$ cat src/hdl/uart_rx_pkg.sv
// shared UART receiver constants and types; oversampling is fixed at 16 ticks per bit

package uart_rx_pkg;

  // ------------------------------
  // oversampling and count points
  // ------------------------------
  localparam int oversample = 16;                    // baud ticks per bit
  localparam int tick_cnt_w = $clog2(oversample);    // bit-time counter width

  // counter values inside one bit time
  localparam logic [tick_cnt_w-1:0] start_mid    = tick_cnt_w'(8);   // start still low here
  localparam logic [tick_cnt_w-1:0] stop_check   = tick_cnt_w'(14);  // stop bit checked
  localparam logic [tick_cnt_w-1:0] sample_point = tick_cnt_w'(15);  // data/parity taken
  localparam logic [tick_cnt_w-1:0] wait_limit   = tick_cnt_w'(6);   // forced return to idle

  localparam int data_w = 8;                         // widest character

  // ------------------------------
  // configuration and state
  // ------------------------------
  typedef struct packed {
    logic bit8;          // 8 data bits, else 7
    logic parity_en;     // parity bit follows the data
    logic odd_n_even;    // odd parity, else even
  } rx_cfg_t;

  typedef enum logic [1:0] {
    idle,
    data_bits,
    stop_bit,
    wait_state
  } rx_state_e;

  // ------------------------------
  // records between stages
  // ------------------------------
  // one received character, top data bit is 0 in 7-bit mode
  typedef struct packed {
    logic [data_w-1:0] data;
    logic              parity_err;
    logic              framing_err;
  } rx_frame_t;

  typedef struct packed {
    logic full;          // byte waiting to be read
    logic overflow;      // a frame was dropped while full
    logic parity_err;    // sticky until cleared
    logic framing_err;   // sticky until cleared
  } rx_status_t;

endpackage

$ cat src/hdl/rx_frame_fsm.sv
// frame receiver; cfg is taken at start acceptance and must stay static until the stop bit
`timescale 1ns/1ps

module rx_frame_fsm (
  input  logic                  clk,
  input  logic                  aresetn,
  input  logic                  baud_tick,     // 16x bit rate strobe
  input  logic                  line_filt,     // glitch-filtered line
  input  uart_rx_pkg::rx_cfg_t  cfg,
  output logic                  frame_valid,   // one cycle, on the stop check tick
  output uart_rx_pkg::rx_frame_t frame
);

  import uart_rx_pkg::*;

  rx_state_e             state_q;
  logic [tick_cnt_w-1:0] tick_cnt;    // position inside the current bit time
  logic [3:0]            bit_cnt;     // bits taken so far, parity included
  logic [3:0]            last_bit;    // total bits in this frame
  rx_cfg_t               cfg_q;       // cfg of the frame in flight
  logic [data_w:0]       shift_q;     // data lands LSB aligned, parity on top
  logic                  par_acc;     // running xor of the data bits
  logic                  par_err_q;
  logic                  start_ok;
  logic                  sample_now;
  logic                  parity_bit;

  // start bit still low at mid bit
  assign start_ok   = baud_tick && (state_q == idle) && (tick_cnt == start_mid);
  assign sample_now = baud_tick && (state_q == data_bits) && (tick_cnt == sample_point);
  assign parity_bit = cfg_q.parity_en && (bit_cnt == last_bit - 4'd1);

  // ------------------------------
  // bit-time counter
  // ------------------------------
  always_ff @(posedge clk or negedge aresetn)
  begin
    if (!aresetn)
    begin
      tick_cnt <= '0;
    end
    else if (baud_tick)
    begin
      // hunting for a start, any high sample restarts the count
      if ((state_q == idle) && (line_filt || (tick_cnt == start_mid)))
      begin
        tick_cnt <= '0;
      end
      else if ((state_q == wait_state) && (tick_cnt == wait_limit))
      begin
        tick_cnt <= '0;
      end
      else
      begin
        tick_cnt <= tick_cnt + 1'b1;   // wraps at the end of each bit time
      end
    end
  end

  // ------------------------------
  // frame state machine
  // ------------------------------
  always_ff @(posedge clk or negedge aresetn)
  begin
    if (!aresetn)
    begin
      state_q  <= idle;
      cfg_q    <= '0;
      last_bit <= 4'd9;
    end
    else if (baud_tick)
    begin
      case (state_q)
        idle:
        begin
          if (tick_cnt == start_mid)
          begin
            state_q <= data_bits;
            cfg_q   <= cfg;
            case ({cfg.bit8, cfg.parity_en})
              2'b00:   last_bit <= 4'd7;
              2'b11:   last_bit <= 4'd9;
              default: last_bit <= 4'd8;
            endcase
          end
        end
        data_bits:
        begin
          if (bit_cnt == last_bit)
          begin
            state_q <= stop_bit;    // tick after the last sample
          end
        end
        stop_bit:
        begin
          if (tick_cnt == sample_point)
          begin
            state_q <= wait_state;
          end
        end
        wait_state:
        begin
          // line back high, or give up and hunt again
          if (line_filt || (tick_cnt == wait_limit))
          begin
            state_q <= idle;
          end
        end
        default:
        begin
          state_q <= idle;
        end
      endcase
    end
  end

  // ------------------------------
  // shift register and bit count
  // ------------------------------
  always_ff @(posedge clk or negedge aresetn)
  begin
    if (!aresetn)
    begin
      bit_cnt <= '0;
    end
    else if (start_ok)
    begin
      bit_cnt <= '0;
    end
    else if (sample_now)
    begin
      bit_cnt <= bit_cnt + 4'd1;
    end
  end

  // insert point depends on frame length, lsb arrives first
  always_ff @(posedge clk)
  begin
    if (start_ok)
    begin
      shift_q <= '0;
    end
    else if (sample_now)
    begin
      case ({cfg_q.bit8, cfg_q.parity_en})
        2'b00:   shift_q[6:0] <= {line_filt, shift_q[6:1]};
        2'b11:   shift_q[8:0] <= {line_filt, shift_q[8:1]};
        default: shift_q[7:0] <= {line_filt, shift_q[7:1]};
      endcase
    end
  end

  // ------------------------------
  // parity
  // ------------------------------
  always_ff @(posedge clk or negedge aresetn)
  begin
    if (!aresetn)
    begin
      par_acc   <= 1'b0;
      par_err_q <= 1'b0;
    end
    else if (start_ok)
    begin
      par_acc   <= 1'b0;
      par_err_q <= 1'b0;
    end
    else if (sample_now)
    begin
      if (parity_bit)
      begin
        // even parity wants total xor 0, odd wants 1
        par_err_q <= par_acc ^ line_filt ^ cfg_q.odd_n_even;
      end
      else
      begin
        par_acc <= par_acc ^ line_filt;
      end
    end
  end

  // ------------------------------
  // frame record
  // ------------------------------
  assign frame_valid = baud_tick && (state_q == stop_bit) && (tick_cnt == stop_check);

  assign frame = '{
    data:        {cfg_q.bit8 & shift_q[data_w-1], shift_q[data_w-2:0]},
    parity_err:  par_err_q,
    framing_err: ~line_filt    // stop bit must be high
  };

endmodule

$ cat src/hdl/rx_sample_filter.sv
// majority glitch filter on the raw line; samples only on baud_tick, so delay is 2 to 3 ticks
`timescale 1ns/1ps

module rx_sample_filter (
  input  logic clk,
  input  logic aresetn,
  input  logic baud_tick,   // 16x bit rate strobe
  input  logic rx,          // raw serial line
  output logic line_filt    // filtered line level
);

  logic [2:0] samples;      // [2] is the newest sample

  // ------------------------------
  // sample shift register
  // ------------------------------
  // preset to ones so a line held low across reset release is not a start
  always_ff @(posedge clk or negedge aresetn)
  begin
    if (!aresetn)
    begin
      samples <= 3'b111;
    end
    else if (baud_tick)
    begin
      samples <= {rx, samples[2:1]};
    end
  end

  // ------------------------------
  // majority voter
  // ------------------------------
  // two of three samples decide, so a single-tick spike is dropped
  always_comb
  begin
    case (samples)
      3'b000:  line_filt = 1'b0;
      3'b001:  line_filt = 1'b0;
      3'b010:  line_filt = 1'b0;
      3'b100:  line_filt = 1'b0;
      3'b011:  line_filt = 1'b1;
      3'b101:  line_filt = 1'b1;
      3'b110:  line_filt = 1'b1;
      default: line_filt = 1'b1;   // 3'b111
    endcase
  end

endmodule

$ cat src/hdl/rx_status_regs.sv
// receive holding register and sticky flags; no queue, a frame that arrives while full is lost
`timescale 1ns/1ps

module rx_status_regs (
  input  logic                            clk,
  input  logic                            aresetn,
  input  logic                            frame_valid,
  input  uart_rx_pkg::rx_frame_t          frame,
  input  logic                            read_byte,      // byte taken, clears full and overflow
  input  logic                            clear_parity,
  input  logic                            clear_framing,
  output logic [uart_rx_pkg::data_w-1:0]  rx_byte,
  output uart_rx_pkg::rx_status_t         status
);

  // ------------------------------
  // holding register
  // ------------------------------
  always_ff @(posedge clk or negedge aresetn)
  begin
    if (!aresetn)
    begin
      rx_byte <= '0;
    end
    else if (frame_valid && !status.full)
    begin
      rx_byte <= frame.data;   // old byte kept while full
    end
  end

  // ------------------------------
  // full and overflow
  // ------------------------------
  // a frame in the same cycle as a read keeps full set
  always_ff @(posedge clk or negedge aresetn)
  begin
    if (!aresetn)
    begin
      status.full     <= 1'b0;
      status.overflow <= 1'b0;
    end
    else
    begin
      if (frame_valid)
      begin
        status.full <= 1'b1;
      end
      else if (read_byte)
      begin
        status.full <= 1'b0;
      end

      if (frame_valid && status.full)
      begin
        status.overflow <= 1'b1;
      end
      else if (read_byte)
      begin
        status.overflow <= 1'b0;
      end
    end
  end

  // ------------------------------
  // error flags
  // ------------------------------
  // set from every frame, even one dropped for overflow
  always_ff @(posedge clk or negedge aresetn)
  begin
    if (!aresetn)
    begin
      status.parity_err  <= 1'b0;
      status.framing_err <= 1'b0;
    end
    else
    begin
      if (frame_valid && frame.parity_err)
      begin
        status.parity_err <= 1'b1;     // new error beats the clear
      end
      else if (clear_parity)
      begin
        status.parity_err <= 1'b0;
      end

      if (frame_valid && frame.framing_err)
      begin
        status.framing_err <= 1'b1;
      end
      else if (clear_framing)
      begin
        status.framing_err <= 1'b0;
      end
    end
  end

endmodule

$ cat src/hdl/uart_rx.sv
// UART receiver top; baud_tick is a one-cycle strobe at 16x the bit rate, no handshake on outputs
`timescale 1ns/1ps

module uart_rx (
  input  logic                            clk,
  input  logic                            aresetn,
  input  logic                            baud_tick,
  input  uart_rx_pkg::rx_cfg_t            cfg,
  input  logic                            rx,
  input  logic                            read_byte,
  input  logic                            clear_parity,
  input  logic                            clear_framing,
  output logic [uart_rx_pkg::data_w-1:0]  rx_byte,
  output uart_rx_pkg::rx_status_t         status
);

  import uart_rx_pkg::*;

  logic      line_filt;
  logic      frame_valid;
  rx_frame_t frame;

  // ------------------------------
  // line filter
  // ------------------------------
  rx_sample_filter u_filter (
    .clk       (clk),
    .aresetn   (aresetn),
    .baud_tick (baud_tick),
    .rx        (rx),
    .line_filt (line_filt)
  );

  // ------------------------------
  // frame receiver
  // ------------------------------
  rx_frame_fsm u_frame (
    .clk         (clk),
    .aresetn     (aresetn),
    .baud_tick   (baud_tick),
    .line_filt   (line_filt),
    .cfg         (cfg),
    .frame_valid (frame_valid),
    .frame       (frame)
  );

  // status lands one cycle after frame_valid
  rx_status_regs u_status (
    .clk           (clk),
    .aresetn       (aresetn),
    .frame_valid   (frame_valid),
    .frame         (frame),
    .read_byte     (read_byte),
    .clear_parity  (clear_parity),
    .clear_framing (clear_framing),
    .rx_byte       (rx_byte),
    .status        (status)
  );

endmodule

$ cat config.mk
export PLATFORM = sky130hd
export DESIGN_NAME = uart_rx
export DESIGN_NICKNAME = d
export VERILOG_FILES = /design/src/hdl/uart_rx_pkg.sv /design/src/hdl/rx_frame_fsm.sv /design/src/hdl/rx_sample_filter.sv /design/src/hdl/rx_status_regs.sv /design/src/hdl/uart_rx.sv
export SDC_FILE = /design/constraint.sdc
export NUM_CORES = 1
export LEC_CHECK = 0
export ABC_AREA = 1
export BUFFER_PORTS_ARGS = -buffer_cell sky130_fd_sc_hd__clkbuf_2
export CAP_MARGIN = 20
export CORE_ASPECT_RATIO = 2
export CORE_MARGIN = 10
export CORE_UTILIZATION = 40
export CTS_CLUSTER_SIZE = 8
export DETAILED_ROUTE_END_ITERATION = 12
export HOLD_SLACK_MARGIN = 0.02
export SETUP_SLACK_MARGIN = 0.15
export SLEW_MARGIN = 30
export SYNTH_ARGS = -nofsm -noshare
export SYNTH_HDL_FRONTEND = slang
export SYNTH_HIERARCHICAL = 1
export SYNTH_SLANG_ARGS = --single-unit
$ cat constraint.sdc
create_clock -name clk -period 3.9 [get_ports clk]
set_clock_uncertainty 0.1 [all_clocks]
set_input_delay 0.195 -clock clk [delete_from_list [all_inputs] [get_ports clk]]
set_output_delay 0.195 -clock clk [all_outputs]
set_load 0.1 [all_outputs]
==> results of run 1 <==
[power by group]
group / switching (mW) / total (mW) / internal [mW]
Combinational: 0.247 / 0.410 / 0.163
Sequential: 0.101 / 0.644 / 0.543
Clock: 0.147 / 0.290 / 0.142
Total: 0.495 / 1.34 / 0.848
[final cells by class]
class | count | share of cell area, %
sequential | 42 | 41.6
tap | 60 | 3.09
timing repair buffer | 28 | 7.10
clock inverter | 2 | 0.514
multi-input combinational | 188 | 39.0
clock buffer | 6 | 3.40
inverter | 34 | 5.25
[cell usage after synthesis]
cell       n  area (um2)
or2_2      1        6.26
nand3_1   23         115
a31oi_1    1        6.26
inv_2      2        7.51
buf_2      3        15.0
o21a_1     1        7.51
inv_1     32         120
ha_1      12         150
o21bai_1   1        7.51
nor3_1     1        5.00
nand3_2    1        10.0
dfrtp_1   28         701
a21oi_1   10        50.1
o21ai_1    7        35.0
nand2_1   73         274
nand2_2    1        6.26
nand4_1    5        31.3
dfstp_2    5         131
buf_4     10        75.1
o21ai_0   23         115
nor2_4     1        11.3
buf_6      1        11.3
xor2_1     2        17.5
o31ai_1    1        7.51
nor2_1    23        86.3
nand3b_1   1        7.51
dfxtp_1    9         180
[per-stage QoR]
step	setup slack [ps]	power, mW	util, %	hold WS [ps]
finish	1690	1.34	45.3	75.1
global route	1330	1.47	45.3	83.0
CTS	1670	1.37	45.3	72.1
detailed placement	1680	1.06	42.4	236
global placement	1740	1.05	42.4	235
floorplan	2220	0.976	-	-201
[state kept, by name, summed over array words and instances (netlist names)]
signal / cells
u_filter/samples: 3
u_frame/bit_cnt: 4
u_frame/cfg_q: 3
u_frame/last_bit: 3
u_frame/par_acc: 1
u_frame/par_err_q: 1
u_frame/shift_q: 9
u_frame/state_q: 2
u_frame/tick_cnt: 4
u_status/rx_byte: 8
u_status/status: 4
[routing by layer]
metal  track usage, %  part of all wire, %  vias to the layer above
li1                 -                    -                      923
met1             10.2                   40                      803
met2             16.8                   54                       26
met3             3.59                  5.7                        4
met4             3.78                  1.0                        0
met5                0                    0                        -
[what timing repair did]
item | CTS | global route
gates resized for setup | 0 | 0
hold buffers | 6 | 0
endpoints found under the hold margin | 34 | 0
endpoints found under the setup margin | 0 | 0
[kinds of logic after synthesis]
group                      count (synthesis)  share of synthesized area, %
and+or+nand+nor                          130                          25.2
buffers and inverters                     48                          10.5
AOI/OAI and AO/OA                         44                          10.5
DFF                                       42                          46.2
adders and majority gates                 12                          6.85
xor gates and xnor gates                   2                         0.800
[critical path: stages (launching register included)]
cell and delay, ps:
dfrtp_1 410, inv_1 120, ha_1 160, nand2_1 60, nor2_1 120, nand3_1 570
inv_1 370, a21oi_1 70, o21a_1 110
[cell usage in the layout (no fill, tap or decap), drive strengths merged, types with 2 or more instances in the layout]
master and count:
nand4 5, o21ai 30, inv 34, nor2 24, clkbuf 27, dfrtp 28
dfxtp 9, dfstp 5, nand3 24, nand2 74, a21oi 10, dlygate4sd3 6
xor2 2, ha 12
[how the worst min path moves through the flow]
stage,from,to
2_1_floorplan,aresetn,u_frame/bit_cnt[0]$_DFFE_PN0P_
5_1_grt,cfg[1],u_frame/cfg_q[1]$_DFFE_PN0N_
4_1_cts,cfg[1],u_frame/cfg_q[1]$_DFFE_PN0N_
3_5_place_dp,aresetn,u_frame/state_q[1]$_DFFE_PN0P_
3_3_place_gp,aresetn,u_frame/state_q[0]$_DFFE_PN0P_
6_report,cfg[2],u_frame/cfg_q[2]$_DFFE_PN0N_
==> metrics.md, run 1 <==
| Metric | Value |
|---|---|
| Outcome | `complete, no violations` |
| Clock tree sinks | `42` |
| TritonCTS clock tree | `yes` |
| R2R Setup Slk | `1690 ps` |
| VDD IR-drop max | `0.264 mV` |
| P per Cell Area | `552 nW/um2` |
| Post-DP HPWL | `3.15 mm` |
| Unrepaired setup endpoints after global routing | `false` |
| Largest net degree at the start of global routing | `34` |
| Synthesized net count | `300` |
| TritonRoute pass-1 iters | `4` |
| Critical Path End Type | `flop` |
| ANT cells | `0` |
| CP Capture Point | `u_frame/bit_cnt[2]$_DFFE_PN0P_` |
| DP Cell Count | `346` |
| Fin crit period | `2210 ps` |
| Hold Path Cell Cnt | `3` |
| Worst-Skew Late Latency | `290 ps` |
| Cell Rows | `38` |
| Placed inst area | `2280 um2` |
| First-pass GRT wire length | `7.30 mm` |
| Num CTS Buffers | `5` |
| Ports | `22` |
| Layout fillers | `572` |
| Critical path class | `flop to flop` |
| Layout cell share with drive strength beyond 1 | `13.7%` |
| Netlist cell types | `27` |
| Post-CTS Setup Bufs | `0` |
| Tcrit/Tclk final | `56.6%` |
| Yosys reg bits | `42` |
| Critical Path Source Type | `flop` |
| Synth Area per Inst | `7.88 um2` |
| Root buffer cell | `clkbuf_8` |
| Final net count | `321` |
| Max-slew headroom | `44.8%` |
| Data required time of the worst path | `3990 ps` |
| Max Cap Viol | `0` |
| Routed len/inst | `11.8 um` |
| Die Span Y | `125 um` |
| H-tree levels | `2` |
| WL final | `4.23 mm` |
| Initial antenna violation count | `0` |
| Die Wd | `72.3 um` |
| Post-route non-filler standard cell count | `360` |
| DRC | `0` |
| Min-delay worst type | `input port to flop` |
| DRT antenna net count | `0` |
| Via count of the routed design | `1,756` |
| Fmax achieved | `0.453 GHz` |
| Netlist Area Pre-Place | `2190 um2` |
| Area Growth Syn to Fin | `11.0%` |
| Least-Margin Pin Slew | `828 ps` |
| Area occupied by multi-input gates | `950 um2` |
| Design Area, Final | `2430 um2` |
| Initial Util | `40.8%` |
| DIE AREA | `9020 um2` |
| Setup TNS | `0 ps` |
| DR iter-0 viols | `70` |
| Core Region | `5370 um2` |
| Slew Viols, Final | `0` |
| Vias per std cell | `4.88` |
| Gr ovfl total | `0` |
| PortBufs | `21` |
| Final Hold Viols | `0` |
| Placer Congestion | `0.775` |
| Post-Synthesis Cells | `278` |
| Reg-to-reg endpoint | `u_frame/bit_cnt[2]$_DFFE_PN0P_` |
| Vias in the first global route | `1,648` |
| Synth warn | `6` |
| Clock Path Buffers | `2` |
| CTS clock-pin slew for the worst setup and hold paths | `80 ps` |
| Register area | `1010 um2` |
| Arr. time, crit path | `2300 ps` |
| Crit path launch | `u_frame/tick_cnt[0]$_DFFE_PN0P_` |
| Sequential cell area fraction in the yosys report | `46.2%` |
| Reg2Reg Depth | `8` |
| Final Setup Violations | `0` |
| Overall routing resource usage | `9.76%` |
| Leak pwr | `1.26 nW` |
| Critical Path Fanout Max | `23` |
| FF-to-FF Start | `u_frame/tick_cnt[0]$_DFFE_PN0P_` |
(Power assumes the default switching activity.)
==> inputs of run 2 (changes only) <==
--- a/config.mk
+++ b/config.mk
@@ -5,7 +5,7 @@
 export SDC_FILE = /design/constraint.sdc
 export NUM_CORES = 1
 export LEC_CHECK = 0
-export ABC_AREA = 1
+export ABC_AREA = 0
 export BUFFER_PORTS_ARGS = -buffer_cell sky130_fd_sc_hd__clkbuf_2
 export CAP_MARGIN = 20
 export CORE_ASPECT_RATIO = 2
==> constraint.sdc (replaced) <==
create_clock -name clk -period 2 [get_ports clk]
set_clock_uncertainty 0.1 [all_clocks]
set_input_delay 0.1 -clock clk [delete_from_list [all_inputs] [get_ports clk]]
set_output_delay 0.1 -clock clk [all_outputs]
set_load 0.1 [all_outputs]
==> metrics.md, run 2 <==
| Metric | Value |
|---|---|
| Pint | `1.68 mW (was 0.848 mW)` |
| Area Growth Syn to Fin | `19.1% (was 11.0%)` |
| Final Hold Viols | `0 (unchanged)` |
| Largest regs | `u_frame/shift_q x9, u_status/rx_byte x8 (unchanged)` |
| Fmax achieved | `0.548 GHz (was 0.453 GHz)` |
| Data required time of the worst path | `2130 ps (was 3990 ps)` |
| Post-Synthesis Cells | `219 (was 278)` |
| Synth area leader | `dfrtp_1 (unchanged)` |
| Largest net degree at the start of global routing | `34 (unchanged)` |
| EDFF count, synth | `0 (unchanged)` |
| First-pass GRT wire length | `7.90 mm (was 7.30 mm)` |
| Clock Path Buffers | `2 (unchanged)` |
| DRT antenna net count | `0 (unchanged)` |
| Min-delay worst type | `input port to flop (unchanged)` |
| Worst path cell trace | `inv_2, ha_4, xor2_1, nand4b_1, o211ai_1, mux2i_1 (was inv_1, ha_1, nand2_1, nor2_1, nand3_1, inv_1, a21oi_1, o21a_1)` |
| DRC | `0 (unchanged)` |
| P_sw | `0.800 mW (was 0.495 mW)` |
| Area occupied by multi-input gates | `1080 um2 (was 950 um2)` |
| PortBufs | `21 (unchanged)` |
| Switching power share of the total | `32.3% (was 36.9%)` |
| Reg-to-reg endpoint | `u_frame/par_acc$_DFFE_PN0P_ (was u_frame/bit_cnt[2]$_DFFE_PN0P_)` |
| Layout cell share with drive strength beyond 1 | `30.7% (was 13.7%)` |
| FF-to-FF Start | `u_frame/last_bit[0]$_DFFE_PN1N_ (was u_frame/tick_cnt[0]$_DFFE_PN0P_)` |
| Synth Area per Inst | `10.2 um2 (was 7.88 um2)` |
| Power share of the sequential group | `43.7% (was 47.9%)` |
| Outcome | `complete, no violations (unchanged)` |
| Overall routing resource usage | `10.6% (was 9.76%)` |
| WL final | `4.57 mm (was 4.23 mm)` |
| Setup TNS | `0 ps (unchanged)` |
| Fin crit period | `1820 ps (was 2210 ps)` |
| Gr ovfl total | `0 (unchanged)` |
| Max Cap Viol | `0 (unchanged)` |
| Most common cell after layout, fill and taps aside | `nand2_1 (unchanged)` |
| Critical path class | `flop to flop (unchanged)` |
| Worst path slowest cell | `dfstp_2 (was nand3_1)` |
| Layout fillers | `524 (was 572)` |
| Largest register FFs | `9 (unchanged)` |
| Num CTS Buffers | `5 (unchanged)` |
| WP buf/inv | `1 (was 2)` |
| Least-Margin Pin Slew | `548 ps (was 828 ps)` |
| Register area | `1010 um2 (unchanged)` |
| Vias per std cell | `5.10 (was 4.88)` |
| Cell Rows | `38 (unchanged)` |
| Max-slew headroom | `63.6% (was 44.8%)` |
| H-tree levels | `2 (unchanged)` |
| Hold Path Cell Cnt | `3 (unchanged)` |
| R2R Setup Slk | `180 ps (was 1690 ps)` |
| Top cells by count, synth | `nand2_1 (32), dfrtp_1 (28), inv_1 (17) (was nand2_1 (73), inv_1 (32), dfrtp_1 (28))` |
| Leak pwr | `1.23 nW (was 1.26 nW)` |
| Via count of the routed design | `1,601 (was 1,756)` |
| Ports | `22 (unchanged)` |
| Post-synth top area share | `31.3% (was 32.0%)` |
| Primary FF master, synth | `dfrtp_1 (unchanged)` |
| Initial antenna violation count | `0 (unchanged)` |
| Initial Util | `41.3% (was 40.8%)` |
| Crit path largest cell delay | `550 ps (was 570 ps)` |
| Combinational share of power | `28.4% (was 30.5%)` |
| Critical Path Source Type | `flop (unchanged)` |
| CTS clock-pin slew for the worst setup and hold paths | `90 ps (was 80 ps)` |
| Clock tree sinks | `42 (unchanged)` |
| Crit path depth | `6 (was 8)` |
| Reg2Reg Depth | `6 (was 8)` |
| Netlist Area Pre-Place | `2240 um2 (was 2190 um2)` |
| Asr flop ratio synth | `78.6% (unchanged)` |
| Min-delay src | `baud_tick (was cfg[2])` |
| Worst-Skew Late Latency | `300 ps (was 290 ps)` |
| Routed len/inst | `14.6 um (was 11.8 um)` |
| Die Span Y | `126 um (was 125 um)` |
| Placer Congestion | `0.804 (was 0.775)` |
| Synth warn | `6 (unchanged)` |
| Unrepaired setup endpoints after global routing | `true (was false)` |
| VDD IR-drop max | `0.559 mV (was 0.264 mV)` |
| Most flop-heavy register | `u_frame/shift_q (unchanged)` |
| Critical Path Fanout Max | `3 (was 23)` |
| Most numerous cell in the Yosys netlist | `nand2_1 (unchanged)` |
| Sequential cell area fraction in the yosys report | `45.2% (was 46.2%)` |
| Vias in the first global route | `1,717 (was 1,648)` |
| Arr. time, crit path | `1950 ps (was 2300 ps)` |
| Synthesized net count | `241 (was 300)` |
| Top post-synthesis cells by area | `dfrtp_1 (31%), dfxtp_1 (8.1%), ha_1 (6.7%) (was dfrtp_1 (32%), nand2_1 (13%), dfxtp_1 (8.2%))` |
| TritonCTS clock tree | `yes (unchanged)` |
| Design Area, Final | `2660 um2 (was 2430 um2)` |
| Die Wd | `72.9 um (was 72.3 um)` |
| ANT cells | `0 (unchanged)` |
| DR iter-0 viols | `71 (was 70)` |
| Clock network power share | `27.9% (was 21.6%)` |
| Post-DP HPWL | `3.36 mm (was 3.15 mm)` |
| TritonRoute pass-1 iters | `2 (was 4)` |
| P per Cell Area | `930 nW/um2 (was 552 nW/um2)` |
| Tcrit/Tclk final | `91.2% (was 56.6%)` |
| Final Setup Violations | `0 (unchanged)` |
| Most frequent cells in the layout | `nand2_1 (32), dfrtp_1 (28), clkbuf_2 (21) (was nand2_1 (73), inv_1 (32), dfrtp_1 (28))` |
| Hold Crit Endpoint | `u_frame/tick_cnt[1]$_DFFE_PN0P_ (was u_frame/cfg_q[2]$_DFFE_PN0N_)` |
| Core Region | `5420 um2 (was 5370 um2)` |
| Yosys reg bits | `42 (unchanged)` |
| Fin util | `49.1% (was 45.3%)` |
| Final net count | `275 (was 321)` |
| Tot Pwr | `2.48 mW (was 1.34 mW)` |
| DIE AREA | `9170 um2 (was 9020 um2)` |
| Slew Viols, Final | `0 (unchanged)` |
| Critical Path End Type | `flop (unchanged)` |
| Netlist cell types | `53 (was 27)` |
| Cell family with most CP delay | `flip-flops (was simple AND/OR/NAND/NOR gates)` |
| Placed inst area | `2370 um2 (was 2280 um2)` |
| Root buffer cell | `clkbuf_8 (unchanged)` |
## run 2: cell count changes in the layout (fill, tap and decap cells not counted), moves of 3 or more
cell,previous run,this run
nand2_1,73,32
nor2_1,23,9
nor3_1,1,4
mux2_4,0,8
inv_1,32,15
nand2b_1,0,3
mux2i_1,0,4
xnor2_1,0,9
o21ai_1,7,1
mux2_2,0,3
nand3_1,23,4
buf_4,1,13
o21ai_0,23,9
## run 2: cells by family (layout without fill, tap and decap cells)
kind of cell	after synthesis	after routing	synth area share [%]
buf+inv	34	69	8.33
simple gates	69	69	15.7
fa+ha+maj	13	13	7.21
xor+xnor	11	11	4.31
flops	42	42	45.2
mux	16	16	9.17
compound gates	34	34	10.0
## run 2: layout make-up
class | instances | area share (%)
clock buffers | 5 | 2.58
clock inverters | 3 | 1.64
flip-flops and latches | 42 | 38.0
multi-input cells | 143 | 40.4
repair buffers | 44 | 12.1
well taps | 60 | 2.82
inverters | 17 | 2.40
## run 2: power groups by stage
stage          Clock [mW]  Combinational, mW  Sequential (mW)
3_5_place_dp            0              0.592             1.10
6_report            0.692              0.703             1.08
3_3_place_gp            0              0.586             1.10
5_1_grt             0.739              0.798             1.10
4_1_cts             0.707              0.621             1.08
2_1_floorplan           0              0.466             1.06
## run 2: worst register-to-register path, stage by stage, from the launching register on
cell      delay [ps]
dfstp_2          550
inv_2             40
ha_4             250
xor2_1           140
nand4b_1         200
o211ai_1         260
mux2i_1          210
## run 2: per-stage QoR
step | cells | hold slack [ps] | setup slack [ps]
finish | 314 | 117 | 176
global route | 314 | 144 | 92.2
CTS | 309 | 122 | 132
detailed placement | 292 | 63.8 | 134
global placement | 292 | 59.0 | 161
floorplan | 219 | -296 | 182
## run 2: per-layer routing
metal  wire length [um]  track usage, %  vias to the layer above
li1                   -               -                      792
met5                  0               0                        -
met2               2660            19.7                       18
met4                 95            4.27                        0
met3                150            2.36                        8
met1               1660            10.5                      783
## run 2: worst max-delay path by stage
stage,start,to,slack [ps]
after floorplan,u_filter/samples[2]$_DFFE_PN1P_,u_frame/state_q[1]$_DFFE_PN0P_,180
after global placement,u_frame/state_q[0]$_DFFE_PN0P_,u_frame/state_q[1]$_DFFE_PN0P_,160
after detailed placement,u_frame/last_bit[0]$_DFFE_PN1N_,u_frame/par_acc$_DFFE_PN0P_,130
after CTS,u_frame/last_bit[0]$_DFFE_PN1N_,u_frame/par_acc$_DFFE_PN0P_,130
after global routing,u_frame/last_bit[0]$_DFFE_PN1N_,u_frame/par_acc$_DFFE_PN0P_,90
final,u_frame/last_bit[0]$_DFFE_PN1N_,u_frame/par_acc$_DFFE_PN0P_,180
## run 2: repair_timing
item / 4_1_cts / 5_1_grt
pin swaps: 2 / 4
buffers inserted: 1 / 5
resized for setup: 1 / 9
hold buffers: 8 / 0
setup endpoints to repair: 4 / 13
endpoints found under the hold margin: 36 / 0
